`src/rv_fetch_pkg.sv`:
```
// fetch side widths, reset pc, queue sizing and fetch state encoding

package rv_fetch_pkg;

	// datapath widths
	localparam int unsigned ADDR_W = 32;
	localparam int unsigned XLEN_W = 32;

	typedef logic [ADDR_W-1:0] addr_t;
	typedef logic [XLEN_W-1:0] inst_t;

	// first fetch address after reset
	localparam addr_t RESET_PC = 32'h0000_0000;

	// fetch queue sizing, depth is a power of two
	localparam int unsigned QUEUE_DEPTH = 4;
	localparam int unsigned QPTR_W = 2;

	typedef logic [QPTR_W-1:0] qptr_t;
	// one extra bit so a full queue is distinct from an empty one
	typedef logic [QPTR_W:0] qcnt_t;

	// APB requester states
	typedef enum logic [1:0] {
		FETCH_IDLE   = 2'b00,
		FETCH_SETUP  = 2'b01,
		FETCH_ACCESS = 2'b10
	} fetch_state_t;

endpackage

```
`src/rv_isa_pkg.sv`:
```
// RV32 opcode, funct3 and funct7 fields and the special system words
// used by the instruction legality check

package rv_isa_pkg;

	typedef logic [6:0] opcode_t;
	typedef logic [2:0] funct3_t;
	typedef logic [6:0] funct7_t;

	// major opcodes, bits 6:0
	localparam opcode_t OPC_LUI    = 7'b0110111;
	localparam opcode_t OPC_AUIPC  = 7'b0010111;
	localparam opcode_t OPC_JAL    = 7'b1101111;
	localparam opcode_t OPC_JALR   = 7'b1100111;
	localparam opcode_t OPC_BRANCH = 7'b1100011;
	localparam opcode_t OPC_LOAD   = 7'b0000011;
	localparam opcode_t OPC_STORE  = 7'b0100011;
	localparam opcode_t OPC_OP_IMM = 7'b0010011;
	localparam opcode_t OPC_OP     = 7'b0110011;
	localparam opcode_t OPC_SYSTEM = 7'b1110011;

	// jalr only defines funct3 zero
	localparam funct3_t F3_JALR = 3'b000;

	// loads and stores
	localparam funct3_t F3_LB  = 3'b000;
	localparam funct3_t F3_LH  = 3'b001;
	localparam funct3_t F3_LW  = 3'b010;
	localparam funct3_t F3_LBU = 3'b100;
	localparam funct3_t F3_LHU = 3'b101;
	localparam funct3_t F3_SB  = 3'b000;
	localparam funct3_t F3_SH  = 3'b001;
	localparam funct3_t F3_SW  = 3'b010;

	// op-imm group
	localparam funct3_t F3_ADDI      = 3'b000;
	localparam funct3_t F3_SLLI      = 3'b001;
	localparam funct3_t F3_SLTI      = 3'b010;
	localparam funct3_t F3_SLTIU     = 3'b011;
	localparam funct3_t F3_XORI      = 3'b100;
	localparam funct3_t F3_SRLI_SRAI = 3'b101;
	localparam funct3_t F3_ORI       = 3'b110;
	localparam funct3_t F3_ANDI      = 3'b111;

	// csr access
	localparam funct3_t F3_CSRRW = 3'b001;
	localparam funct3_t F3_CSRRS = 3'b010;

	// shift immediates, bits 31:25
	localparam funct7_t F7_ZERO = 7'b0000000;
	localparam funct7_t F7_SRA  = 7'b0100000;

	// system words matched on all 32 bits
	localparam logic [31:0] INST_ECALL  = 32'h0000_0073;
	localparam logic [31:0] INST_EBREAK = 32'h0010_0073;
	localparam logic [31:0] INST_MRET   = 32'h3020_0073;

endpackage

```
`src/fetch_unit.sv`:
```
`timescale 1ns/1ps
// fetch unit: pc register, redirect priority and APB read requester
// that pushes each fetched pc and instruction pair

module fetch_unit (
	input  logic                clk,
	input  logic                rst,
	input  logic                csr_jmp_i,
	input  rv_fetch_pkg::addr_t csr_pc_i,
	input  logic                jmp_flag_i,
	input  rv_fetch_pkg::addr_t jmp_target_i,
	input  logic                branch_request_i,
	input  logic                branch_flag_i,
	input  rv_fetch_pkg::addr_t branch_target_i,
	input  logic                full_i,
	output logic                psel_o,
	output logic                penable_o,
	output rv_fetch_pkg::addr_t paddr_o,
	output logic                pwrite_o,
	input  rv_fetch_pkg::inst_t prdata_i,
	input  logic                pready_i,
	input  logic                pslverr_i,
	output logic                push_o,
	output rv_fetch_pkg::addr_t push_pc_o,
	output rv_fetch_pkg::inst_t push_inst_o,
	output logic                flush_o
);

	rv_fetch_pkg::fetch_state_t state;
	rv_fetch_pkg::fetch_state_t state_next;
	rv_fetch_pkg::addr_t        pc;
	rv_fetch_pkg::addr_t        pc_next;
	rv_fetch_pkg::addr_t        pc_plus4;
	rv_fetch_pkg::addr_t        redirect_pc;
	rv_fetch_pkg::addr_t        req_addr;
	logic                       redirect;
	logic                       xfer_done;
	logic                       stale;

	assign redirect = csr_jmp_i | jmp_flag_i | (branch_request_i & branch_flag_i);

	// trap or mret target wins, then jump, then taken branch
	always_comb begin
		if (csr_jmp_i) begin
			redirect_pc = csr_pc_i;
		end else if (jmp_flag_i) begin
			redirect_pc = jmp_target_i;
		end else begin
			redirect_pc = branch_target_i;
		end
	end

	assign pc_plus4  = pc + rv_fetch_pkg::addr_t'(4);
	assign xfer_done = (state == rv_fetch_pkg::FETCH_ACCESS) & pready_i;

	// a stale transfer leaves the pc on the redirect target
	always_comb begin
		if (redirect) begin
			pc_next = redirect_pc;
		end else if (xfer_done && !stale) begin
			pc_next = pc_plus4;
		end else begin
			pc_next = pc;
		end
	end

	always_ff @(posedge clk) begin
		if (rst) begin
			pc <= rv_fetch_pkg::RESET_PC;
		end else begin
			pc <= pc_next;
		end
	end

	// one transfer at a time, full only looked at before setup
	always_comb begin
		state_next = state;
		case (state)
			rv_fetch_pkg::FETCH_IDLE: begin
				if (!full_i) begin
					state_next = rv_fetch_pkg::FETCH_SETUP;
				end
			end
			rv_fetch_pkg::FETCH_SETUP: begin
				state_next = rv_fetch_pkg::FETCH_ACCESS;
			end
			rv_fetch_pkg::FETCH_ACCESS: begin
				if (pready_i) begin
					state_next = rv_fetch_pkg::FETCH_IDLE;
				end
			end
			default: begin
				state_next = rv_fetch_pkg::FETCH_IDLE;
			end
		endcase
	end

	always_ff @(posedge clk) begin
		if (rst) begin
			state <= rv_fetch_pkg::FETCH_IDLE;
		end else begin
			state <= state_next;
		end
	end

	// address held for the whole transfer, even across a redirect
	always_ff @(posedge clk) begin
		if (state == rv_fetch_pkg::FETCH_IDLE && state_next == rv_fetch_pkg::FETCH_SETUP) begin
			req_addr <= pc_next;
		end
	end

	// redirect while a read is outstanding, its data is dropped
	always_ff @(posedge clk) begin
		if (rst) begin
			stale <= 1'b0;
		end else if (state == rv_fetch_pkg::FETCH_IDLE || xfer_done) begin
			stale <= 1'b0;
		end else if (redirect) begin
			stale <= 1'b1;
		end
	end

	assign psel_o    = (state != rv_fetch_pkg::FETCH_IDLE);
	assign penable_o = (state == rv_fetch_pkg::FETCH_ACCESS);
	assign paddr_o   = req_addr;
	assign pwrite_o  = 1'b0;

	// an error reply is queued like any other word, pslverr_i is not acted on
	assign push_o      = xfer_done & ~stale & ~redirect;
	assign push_pc_o   = req_addr;
	assign push_inst_o = prdata_i;
	assign flush_o     = redirect;

endmodule

```
`src/fetch_queue.sv`:
```
`timescale 1ns/1ps
// flushable FIFO of pc and instruction pairs between fetch and check

module fetch_queue (
	input  logic                clk,
	input  logic                rst,
	input  logic                flush_i,
	input  logic                push_i,
	input  rv_fetch_pkg::addr_t push_pc_i,
	input  rv_fetch_pkg::inst_t push_inst_i,
	output logic                full_o,
	input  logic                pop_i,
	output logic                head_valid_o,
	output rv_fetch_pkg::addr_t head_pc_o,
	output rv_fetch_pkg::inst_t head_inst_o
);

	rv_fetch_pkg::addr_t pc_mem   [rv_fetch_pkg::QUEUE_DEPTH];
	rv_fetch_pkg::inst_t inst_mem [rv_fetch_pkg::QUEUE_DEPTH];
	rv_fetch_pkg::qptr_t wr_ptr;
	rv_fetch_pkg::qptr_t rd_ptr;
	rv_fetch_pkg::qcnt_t count;
	logic                do_push;
	logic                do_pop;

	assign full_o       = (count == rv_fetch_pkg::qcnt_t'(rv_fetch_pkg::QUEUE_DEPTH));
	assign head_valid_o = (count != '0);
	assign head_pc_o    = pc_mem[rd_ptr];
	assign head_inst_o  = inst_mem[rd_ptr];

	assign do_push = push_i & ~full_o;
	assign do_pop  = pop_i & head_valid_o;

	// storage
	always_ff @(posedge clk) begin
		if (do_push) begin
			pc_mem[wr_ptr]   <= push_pc_i;
			inst_mem[wr_ptr] <= push_inst_i;
		end
	end

	// pointers wrap on their own since depth is a power of two
	always_ff @(posedge clk) begin
		if (rst || flush_i) begin
			wr_ptr <= '0;
			rd_ptr <= '0;
		end else begin
			if (do_push) begin
				wr_ptr <= wr_ptr + 1'b1;
			end
			if (do_pop) begin
				rd_ptr <= rd_ptr + 1'b1;
			end
		end
	end

	// flush wins over a push in the same cycle
	always_ff @(posedge clk) begin
		if (rst || flush_i) begin
			count <= '0;
		end else begin
			case ({do_push, do_pop})
				2'b10:   count <= count + 1'b1;
				2'b01:   count <= count - 1'b1;
				default: count <= count;
			endcase
		end
	end

endmodule

```
`src/inst_checker.sv`:
```
`timescale 1ns/1ps
// output stage: legality check on the queue head, held until issue

module inst_checker (
	input  logic                clk,
	input  logic                rst,
	input  logic                flush_i,
	input  logic                head_valid_i,
	input  rv_fetch_pkg::addr_t head_pc_i,
	input  rv_fetch_pkg::inst_t head_inst_i,
	output logic                pop_o,
	output logic                issue_valid_o,
	output rv_fetch_pkg::addr_t issue_pc_o,
	output rv_fetch_pkg::inst_t issue_inst_o,
	output logic                issue_illegal_o,
	input  logic                issue_ready_i
);

	rv_isa_pkg::opcode_t opcode;
	rv_isa_pkg::funct3_t funct3;
	rv_isa_pkg::funct7_t funct7;
	logic                legal;
	logic                load;

	assign opcode = head_inst_i[6:0];
	assign funct3 = head_inst_i[14:12];
	assign funct7 = head_inst_i[31:25];

	// accepted subset of RV32I plus csr and the three system words
	always_comb begin
		legal = 1'b0;
		case (opcode)
			rv_isa_pkg::OPC_LUI,
			rv_isa_pkg::OPC_AUIPC,
			rv_isa_pkg::OPC_JAL,
			rv_isa_pkg::OPC_BRANCH,
			rv_isa_pkg::OPC_OP: legal = 1'b1;
			rv_isa_pkg::OPC_JALR: legal = (funct3 == rv_isa_pkg::F3_JALR);
			rv_isa_pkg::OPC_LOAD: begin
				legal = funct3 inside {rv_isa_pkg::F3_LB, rv_isa_pkg::F3_LH,
					rv_isa_pkg::F3_LW, rv_isa_pkg::F3_LBU, rv_isa_pkg::F3_LHU};
			end
			rv_isa_pkg::OPC_STORE: begin
				legal = funct3 inside {rv_isa_pkg::F3_SB, rv_isa_pkg::F3_SH,
					rv_isa_pkg::F3_SW};
			end
			rv_isa_pkg::OPC_OP_IMM: begin
				// shifts also need a valid funct7
				if (funct3 == rv_isa_pkg::F3_SLLI) begin
					legal = (funct7 == rv_isa_pkg::F7_ZERO);
				end else if (funct3 == rv_isa_pkg::F3_SRLI_SRAI) begin
					legal = (funct7 == rv_isa_pkg::F7_ZERO) || (funct7 == rv_isa_pkg::F7_SRA);
				end else begin
					legal = 1'b1;
				end
			end
			rv_isa_pkg::OPC_SYSTEM: begin
				legal = (funct3 == rv_isa_pkg::F3_CSRRW) || (funct3 == rv_isa_pkg::F3_CSRRS) ||
					(head_inst_i == rv_isa_pkg::INST_ECALL) ||
					(head_inst_i == rv_isa_pkg::INST_EBREAK) ||
					(head_inst_i == rv_isa_pkg::INST_MRET);
			end
			default: legal = 1'b0;
		endcase
	end

	// take the head when empty or when the current item leaves
	assign load  = head_valid_i & (~issue_valid_o | issue_ready_i) & ~flush_i;
	assign pop_o = load;

	always_ff @(posedge clk) begin
		if (rst || flush_i) begin
			issue_valid_o <= 1'b0;
		end else if (load) begin
			issue_valid_o <= 1'b1;
		end else if (issue_ready_i) begin
			issue_valid_o <= 1'b0;
		end
	end

	// payload only changes on a load, so it holds under back-pressure
	always_ff @(posedge clk) begin
		if (load) begin
			issue_pc_o      <= head_pc_i;
			issue_inst_o    <= head_inst_i;
			issue_illegal_o <= ~legal;
		end
	end

endmodule

```
`src/rv_fetch_top.sv`:
```
`timescale 1ns/1ps
// instruction fetch top: fetch unit, fetch queue and instruction checker

module rv_fetch_top (
	input  logic                clk,
	input  logic                rst,
	// redirects from execute
	input  logic                csr_jmp_i,
	input  rv_fetch_pkg::addr_t csr_pc_i,
	input  logic                jmp_flag_i,
	input  rv_fetch_pkg::addr_t jmp_target_i,
	input  logic                branch_request_i,
	input  logic                branch_flag_i,
	input  rv_fetch_pkg::addr_t branch_target_i,
	// APB requester to instruction memory
	output logic                psel_o,
	output logic                penable_o,
	output rv_fetch_pkg::addr_t paddr_o,
	output logic                pwrite_o,
	input  rv_fetch_pkg::inst_t prdata_i,
	input  logic                pready_i,
	input  logic                pslverr_i,
	// issue side
	output logic                issue_valid_o,
	output rv_fetch_pkg::addr_t issue_pc_o,
	output rv_fetch_pkg::inst_t issue_inst_o,
	output logic                issue_illegal_o,
	input  logic                issue_ready_i
);

	logic                push;
	rv_fetch_pkg::addr_t push_pc;
	rv_fetch_pkg::inst_t push_inst;
	logic                flush;
	logic                full;
	logic                pop;
	logic                head_valid;
	rv_fetch_pkg::addr_t head_pc;
	rv_fetch_pkg::inst_t head_inst;

	fetch_unit i_fetch_unit (
		.clk              (clk),
		.rst              (rst),
		.csr_jmp_i        (csr_jmp_i),
		.csr_pc_i         (csr_pc_i),
		.jmp_flag_i       (jmp_flag_i),
		.jmp_target_i     (jmp_target_i),
		.branch_request_i (branch_request_i),
		.branch_flag_i    (branch_flag_i),
		.branch_target_i  (branch_target_i),
		.full_i           (full),
		.psel_o           (psel_o),
		.penable_o        (penable_o),
		.paddr_o          (paddr_o),
		.pwrite_o         (pwrite_o),
		.prdata_i         (prdata_i),
		.pready_i         (pready_i),
		.pslverr_i        (pslverr_i),
		.push_o           (push),
		.push_pc_o        (push_pc),
		.push_inst_o      (push_inst),
		.flush_o          (flush)
	);

	fetch_queue i_fetch_queue (
		.clk          (clk),
		.rst          (rst),
		.flush_i      (flush),
		.push_i       (push),
		.push_pc_i    (push_pc),
		.push_inst_i  (push_inst),
		.full_o       (full),
		.pop_i        (pop),
		.head_valid_o (head_valid),
		.head_pc_o    (head_pc),
		.head_inst_o  (head_inst)
	);

	inst_checker i_inst_checker (
		.clk             (clk),
		.rst             (rst),
		.flush_i         (flush),
		.head_valid_i    (head_valid),
		.head_pc_i       (head_pc),
		.head_inst_i     (head_inst),
		.pop_o           (pop),
		.issue_valid_o   (issue_valid_o),
		.issue_pc_o      (issue_pc_o),
		.issue_inst_o    (issue_inst_o),
		.issue_illegal_o (issue_illegal_o),
		.issue_ready_i   (issue_ready_i)
	);

endmodule

```
`config.mk`:
```
export PLATFORM = sky130hd
export DESIGN_NAME = rv_fetch_top
export DESIGN_NICKNAME = d
export VERILOG_FILES = /design/src/rv_fetch_pkg.sv /design/src/rv_isa_pkg.sv /design/src/fetch_unit.sv /design/src/fetch_queue.sv /design/src/inst_checker.sv /design/src/rv_fetch_top.sv
export SDC_FILE = /design/constraint.sdc
export NUM_CORES = 1
export LEC_CHECK = 0
export ABC_AREA = 1
export BUFFER_PORTS_ARGS = -buffer_cell sky130_fd_sc_hd__buf_4
export CORE_MARGIN = 3
export CORE_UTILIZATION = 40
export DETAILED_ROUTE_END_ITERATION = 10
export PLACE_DENSITY_LB_ADDON = 0.15
export SLEW_MARGIN = 20
export SYNTH_ARGS = -nofsm -noshare
export SYNTH_HDL_FRONTEND = slang
export SYNTH_SLANG_ARGS = --single-unit
```
`constraint.sdc`:
```
create_clock -name clk -period 8.11 [get_ports clk]
set_input_delay 1.622 -clock clk [delete_from_list [all_inputs] [get_ports clk]]
set_output_delay 1.622 -clock clk [all_outputs]
set_load 0.005 [all_outputs]
```
## Yosys cells after proc, flatten, opt, wreduce, memory -nomap -nowiden

Memories as Yosys holds them, arrays and structs flattened. A register that Yosys moved wholly into a read port is not among the register bits.
Cells that the tools add are included.

| word-level totals | value |
|---|---|
| memory bits (writable) | 256 |
| memories kept | 2 |
| output and inout port bits | 101 |
| input bits | 137 |
| flip-flop bits (word level) | 108 |
| logic and storage cells | 95 |

Memory list:

| memory | words | bits a word | read ports | clocked after Yosys merged registers in | wr ports | RTL line | RTL |
|---|---|---|---|---|---|---|---|
| i_fetch_queue.inst_mem | 4 | 32 | 1 | 1 | 1 | fetch_queue.sv:19 | `rv_fetch_pkg::inst_t inst_mem [rv_fetch_pkg::QUEUE_DEPTH];` |
| i_fetch_queue.pc_mem | 4 | 32 | 1 | 1 | 1 | fetch_queue.sv:18 | `rv_fetch_pkg::addr_t pc_mem [rv_fetch_pkg::QUEUE_DEPTH];` |

| operators by class | value |
|---|---|
| bitwise gates (word level) | 16 |
| equal/unequal tests | 24 |
| reductions and logical operators | 21 |
| $add $sub $neg | 5 |
| muxes and demuxes | 17 |

Operators by type and width:

| kind | number |
|---|---|
| 2-to-1 mux 32 bit | 4 |
| adder 32 x 3 -> 32 bit (second input constant) | 1 |
| == test 32 x 21 -> 1 bit (second input constant) | 1 |
| == test 32 x 30 -> 1 bit (second input constant) | 1 |
| == test 32 x 7 -> 1 bit (second input constant) | 1 |
| == test 7 x 6 -> 1 bit (second input constant) | 4 |
| == test 7 bit (second input constant) | 4 |
| == test 7 x 5 -> 1 bit (second input constant) | 2 |
| == test 3 bit (second input constant) | 3 |
| AND 1 bit | 8 |
| 2-to-1 mux 2 bit | 4 |
| == test 7 x 2 -> 1 bit (second input constant) | 1 |
| logical NOT 7 bit | 1 |
| logical OR 1 bit | 7 |
| == test 2 x 1 -> 1 bit (second input constant) | 3 |
| 2-to-1 mux 1 bit | 6 |
| case mux 1 bit (6 select lines) | 1 |
| case mux 2 bit (3 select lines) | 1 |
| case mux 3 bit (2 select lines) | 1 |
| nonzero test 2 bit | 3 |
| nonzero test 3 bit | 2 |
| inverter 1 bit | 5 |
| nonzero test 5 bit | 1 |
| OR reduction 5 bit | 1 |
| 12 further kinds | 17 |

## Depth between registers and ports, before layout

| depth | value |
|---|---|
| word-level depth | 7 |
| gate-level depth with buffers | 15 |
| mapped depth without buffers | 14 |

## By module

Synthesis repeated with hierarchy kept, for this count alone.

| unflattened totals | value |
|---|---|
| cell total of the unflattened synthesis | 1427 |
| area total of the unflattened synthesis | 16663.5 µm² |

Modules (own cells, without submodules):

| module | instances | sequential area each (µm²) | cells each | area each (µm²) |
|---|---|---|---|---|
| fetch_queue | 1 | 7867.5 | 689 | 9979.6 |
| fetch_unit | 1 | 1661.6 | 587 | 4340.4 |
| inst_checker | 1 | 1971.9 | 151 | 2343.5 |

## Worst setup path after synthesis

OpenSTA, ideal clock, no wires.

| path | value |
|---|---|
| path type | input to register |
| from | input port csr_jmp_i |
| to | register i_inst_checker.issue_illegal_o, enable pin |
| required time | 7.542 ns |
| buffers on the path | 2 |
| path slack | 0.827 ns |
| stages on the path | 5 |
| arrival time | 6.715 ns |
| setup time | 0.568 ns |
| cell sequence | buf_2 -> nor2_1 -> nand2_1 -> clkbuf_1 -> nor3_1 |

| between the ends | value |
|---|---|
| longest elaborated chain between the ends | 4 |

Ends and longest elaborated chain:

| element | RTL line | RTL |
|---|---|---|
| from (decl) | rv_fetch_top.sv:8 | `input logic csr_jmp_i,` |
| bitwise OR 1 bit (2 in a row) | fetch_unit.sv:40 | `assign redirect = csr_jmp_i \| jmp_flag_i \| (branch_request_i & branch_flag_i);` |
| inverter 1 bit | inst_checker.sv:68 | `assign load = head_valid_i & (~issue_valid_o \| issue_ready_i) & ~flush_i;` |
| AND 1 bit | inst_checker.sv:68 |  |
| net i_fetch_queue.pop_i | fetch_queue.sv:12 | `input logic pop_i,` |
| to (signal assigned) | inst_checker.sv:86 | `issue_illegal_o <= ~legal;` |
| to (decl) | inst_checker.sv:15 | `output logic issue_illegal_o,` |

The timed path passes the listed nets, and every way through them passes these cells.
A chain may end at the register's enable or synchronous reset.

## Worst setup path after layout

| path | value |
|---|---|
| from | input port jmp_flag_i |
| to | memory i_fetch_queue.inst_mem[2][8] (netlist name), enable pin |

| between the ends | value |
|---|---|
| longest elaborated chain between the ends | 7 |

Ends and longest elaborated chain:

| element | RTL line | RTL |
|---|---|---|
| from (decl) | rv_fetch_top.sv:10 | `input logic jmp_flag_i,` |
| bitwise OR 1 bit (2 in a row) | fetch_unit.sv:40 |  |
| inverter 1 bit | fetch_unit.sv:130 | `assign push_o = xfer_done & ~stale & ~redirect;` |
| AND 1 bit | fetch_unit.sv:130 |  |
| AND 1 bit | fetch_queue.sv:31 | `assign do_push = push_i & ~full_o;` |
| 2-to-1 mux 1 bit | fetch_queue.sv:36 | `if (do_push) begin` |
| 2-to-1 mux 1 bit (not written as such) | fetch_queue.sv:38 | `inst_mem[wr_ptr] <= push_inst_i;` |
| to (decl) | fetch_queue.sv:19 |  |

Every way passes these cells.

==> run_results.csv <==
group,metric,value,unit
yosys,synth_simple_gate_area_share,17.2,%
yosys,synthAdderAreaFrac,0.580,%
setup_path,critPathSlowestCell,"nor2_4",
global_routing,grt_max_degree,66,
yosys,yosysWarnings,0,
yosys,synth-edff-count,353,
setup_path,crit_arrival,4250,ps
min_path,hold_class,"register to register",
final_layout,layout.nets,1821,
sta,period_minus_slack,4080,ps
place,gp_congestion,0.905,
sta,hold-worst-slack,480,ps
global_routing,grt_first_pass_wirelength,62.3,mm
setup_path,crit_fanout,42,
yosys,synth.yosys.seq_area_share,70.1,%
yosys,ys_async_sr_fraction,0,%
global_routing,grt_most_used_layer,"met2",
clock_network,clock-sinks,398,
floorplanning,die-area,0.0435,sq mm
global_routing,use_met3,3.57,%
final_layout,fillers,3592,
floorplanning,ios,238,
sta,hold_violations,0,
global_routing,overflow,0,
yosys,synth_cells,1447,
detailed_routing,dr.pass1.iters,5,
detailed_routing,drt_iter0_drc,714,
power,p_total,4.45,mW
detailed_routing,ant_nets,0,
setup_path,crit_type,"input port to register",
final_layout,insertedDiodeCount,0,
power,peakVddDrop,0.114,mV
clock_network,post-cts-setup-buffers,0,
floorplanning,start_util,40.9,%
yosys,synth_top_family_by_area,"simple AND/OR/NAND/NOR gates",
final_layout,post-route-util,49.9,%
yosys,synth_ff_type,"edfxtp_1",
clock_network,cts_buffers,44,
clock_network,cts_hold_buf,0,
floorplanning,rows,73,
run_status,status,"finished, final reports clean",
sta,slew_viol_final,0,
yosys,syn_nets,1591,
sta,finalSetupViolCount,0,
setup_path,crit_required,8280,ps
job,drv_cap,0,
global_routing,met1_usage,24.1,%
sta,worst_pin_slew,990,ps
sta,tns,0,ps
place,dpl.hpwl,25.8,mm
detailed_routing,viasPerCell,4.99,
global_routing,use_met2,30.8,%
clock_network,clk_pin_slew,60,ps
yosys,synth-seq-cells,398,
clock_network,root_buffer,"clkbuf_16",
detailed_routing,wl,39.8,mm
global_routing,antenna_found_initial,0,
sta,slew_headroom,33.8,%
yosys,synthXorXnorAreaFrac,1.11,%
sta,rsz0062_at_grt,"no",
place,dp_cells,2156,
power,leakage,7.57,nW
global_routing,grt_pass1_vias,11100,
sta,fmax,245,MHz
sta,skew,18.2,ps
setup_path,crit_chain,"buf_4, nor2_1, nand2_1, buf_4, nor3_1, inv_2, nor2_4, buf_4",
place,io_buffers,235,
detailed_routing,vias,11100,
final_layout,instances_no_fill,2234,
clock_network,cts_max_level,2,
floorplanning,coreArea,0.0401,sq mm
floorplanning,die_w,209,um
clock_network,worstSkewPairLatency,550,ps
setup_path,startpoint_type,"input port",
clock_network,cts_tree,"built",
setup_path,crit_path_end_kind,"register",
clock_network,cts.path.max_buffers,3,
power,powerDensity,222,mW/mm^2
floorplanning,fp.dieH,209,um
detailed_routing,wl_per_cell,17.8,um
final_layout,drive_gt1_share,20.9,%
setup_path,cp_slowest_stage_delay,710,ps
yosys,synth_compound_area_share,6.63,%
yosys,muxShareOfSynthArea,0,%
yosys,synth_cell_types,43,
sta,min_period_over_period,50.3,%
detailed_routing,drc,0,
global_routing,track_usage,18.1,%
yosys,syn_avg_cell_area,11.3,sq um
final_layout,areaGrowthSynthToFinish,22.0,%
clock_network,ctsResizeCount,0,
yosys,netlist_area,0.0164,sq mm
setup_path,cp_common_cell,"buf_4",
cell usage after synthesis (all sizes together), types with 2 or more instances:
cell | instances | share of area [%]
a21oi | 33 | 1.0
a22oi | 3 | 0.14
a31oi | 3 | 0.11
a32oi | 2 | 0.11
and2 | 7 | 0.27
buf | 29 | 1.1
clkbuf | 36 | 0.82
dfxtp | 45 | 5.5
edfxtp | 353 | 65
ha | 6 | 0.46
inv | 108 | 2.5
nand2 | 338 | 7.9
nand3 | 95 | 3.0
nand3b | 4 | 0.18
nand4 | 7 | 0.27
nor2 | 175 | 4.3
nor3 | 22 | 0.76
o211ai | 17 | 0.78
o21ai | 84 | 2.6
o22ai | 32 | 1.2
o311ai | 11 | 0.59
or2 | 11 | 0.42
xnor2 | 8 | 0.47
xor2 | 12 | 0.64
layout make-up:
cell class | instances | area, sq um | share of cell area (%)
Tap cell | 525 | 657 | 3.28
Inverter | 108 | 409 | 2.04
Sequential cell | 398 | 11500 | 57.5
Clock inverter | 15 | 106 | 0.531
Clock buffer | 63 | 1240 | 6.21
Timing Repair Buffer | 249 | 1870 | 9.34
Multi-Input combinational cell | 876 | 4230 | 21.1
logic make-up after synthesis:
family,after synthesis
fa+ha+maj,7
flops,398
compound gates,187
other cells,1
buf+inv,173
xor+xnor,20
simple gates,661
per-stage QoR:
stage               area (sq um)  setup WS, ps
detailed placement         18700          3400
global placement           18700          3360
global route               20000          3780
CTS                        20000          3990
finish                     20000          4030
floorplan                  16400           827
metal layers:
layer,vias up,routed length (um)
li1,5458,-
met1,5345,17300
met2,289,19400
met3,54,2230
met4,0,799
met5,-,0
worst max-delay path, delay by kind of cell:
kind	cells	cell delay, ps
buf+inv	4	1330
simple gates	4	1200
cells in the final DEF (no fill, tap or decap), types with 3 or more instances in the layout:
master / netlist / layout
a21oi_1: 32 / 32
a22oi_1: 3 / 3
a31oi_1: 3 / 3
and2_1: 7 / 7
buf_4: 7 / 249
clkbuf_1: 36 / 13
clkbuf_16: 0 / 45
clkbuf_8: 0 / 5
clkinv_1: 0 / 5
clkinv_2: 0 / 6
dfxtp_1: 45 / 43
edfxtp_1: 353 / 353
ha_1: 6 / 6
inv_1: 101 / 100
inv_2: 7 / 6
nand2_1: 332 / 332
nand2_2: 5 / 5
nand3_1: 92 / 92
nand3_2: 3 / 3
nand3b_1: 4 / 4
nand4_1: 7 / 7
nor2_1: 167 / 162
nor2_4: 7 / 12
nor3_1: 19 / 18
nor3_2: 3 / 4
o211ai_1: 17 / 17
o21ai_0: 81 / 81
o21ai_1: 3 / 3
o22ai_1: 32 / 32
o311ai_0: 11 / 11
or2_2: 10 / 10
xnor2_1: 7 / 7
xor2_1: 12 / 12
power breakdown:
group	leakage [nW]	internal, mW	switching (mW)
clock	0.657	1.09	0.758
combinational	3.34	0.112	0.126
sequential	3.58	2.31	0.0557
total	7.57	3.51	0.939
flip-flops by register name (all words and copies together), names as in the netlist, named ones only:
name / count
i_fetch_queue.count: 3
i_fetch_queue.inst_mem: 128
i_fetch_queue.pc_mem: 128
i_fetch_queue.rd_ptr: 2
i_fetch_queue.wr_ptr: 2
i_fetch_unit.paddr_o: 32
i_fetch_unit.pc: 32
i_fetch_unit.stale: 1
i_fetch_unit.state: 2
i_inst_checker.issue_illegal_o: 1
i_inst_checker.issue_inst_o: 32
i_inst_checker.issue_pc_o: 32
i_inst_checker.issue_valid_o: 1
worst paths after layout:
path,startpoint,to,slack (ps),cells after the start
hold reg to reg,i_fetch_queue.count[2],i_fetch_queue.count[2],480,1
setup reg to reg,i_fetch_unit.state[1],i_fetch_queue.inst_mem[2][8],5000,7
hold / removal,i_fetch_queue.count[2],i_fetch_queue.count[2],480,1
setup / recovery,jmp_flag_i,i_fetch_queue.inst_mem[2][8],4030,8
Power figures use the tool's default switching activity.
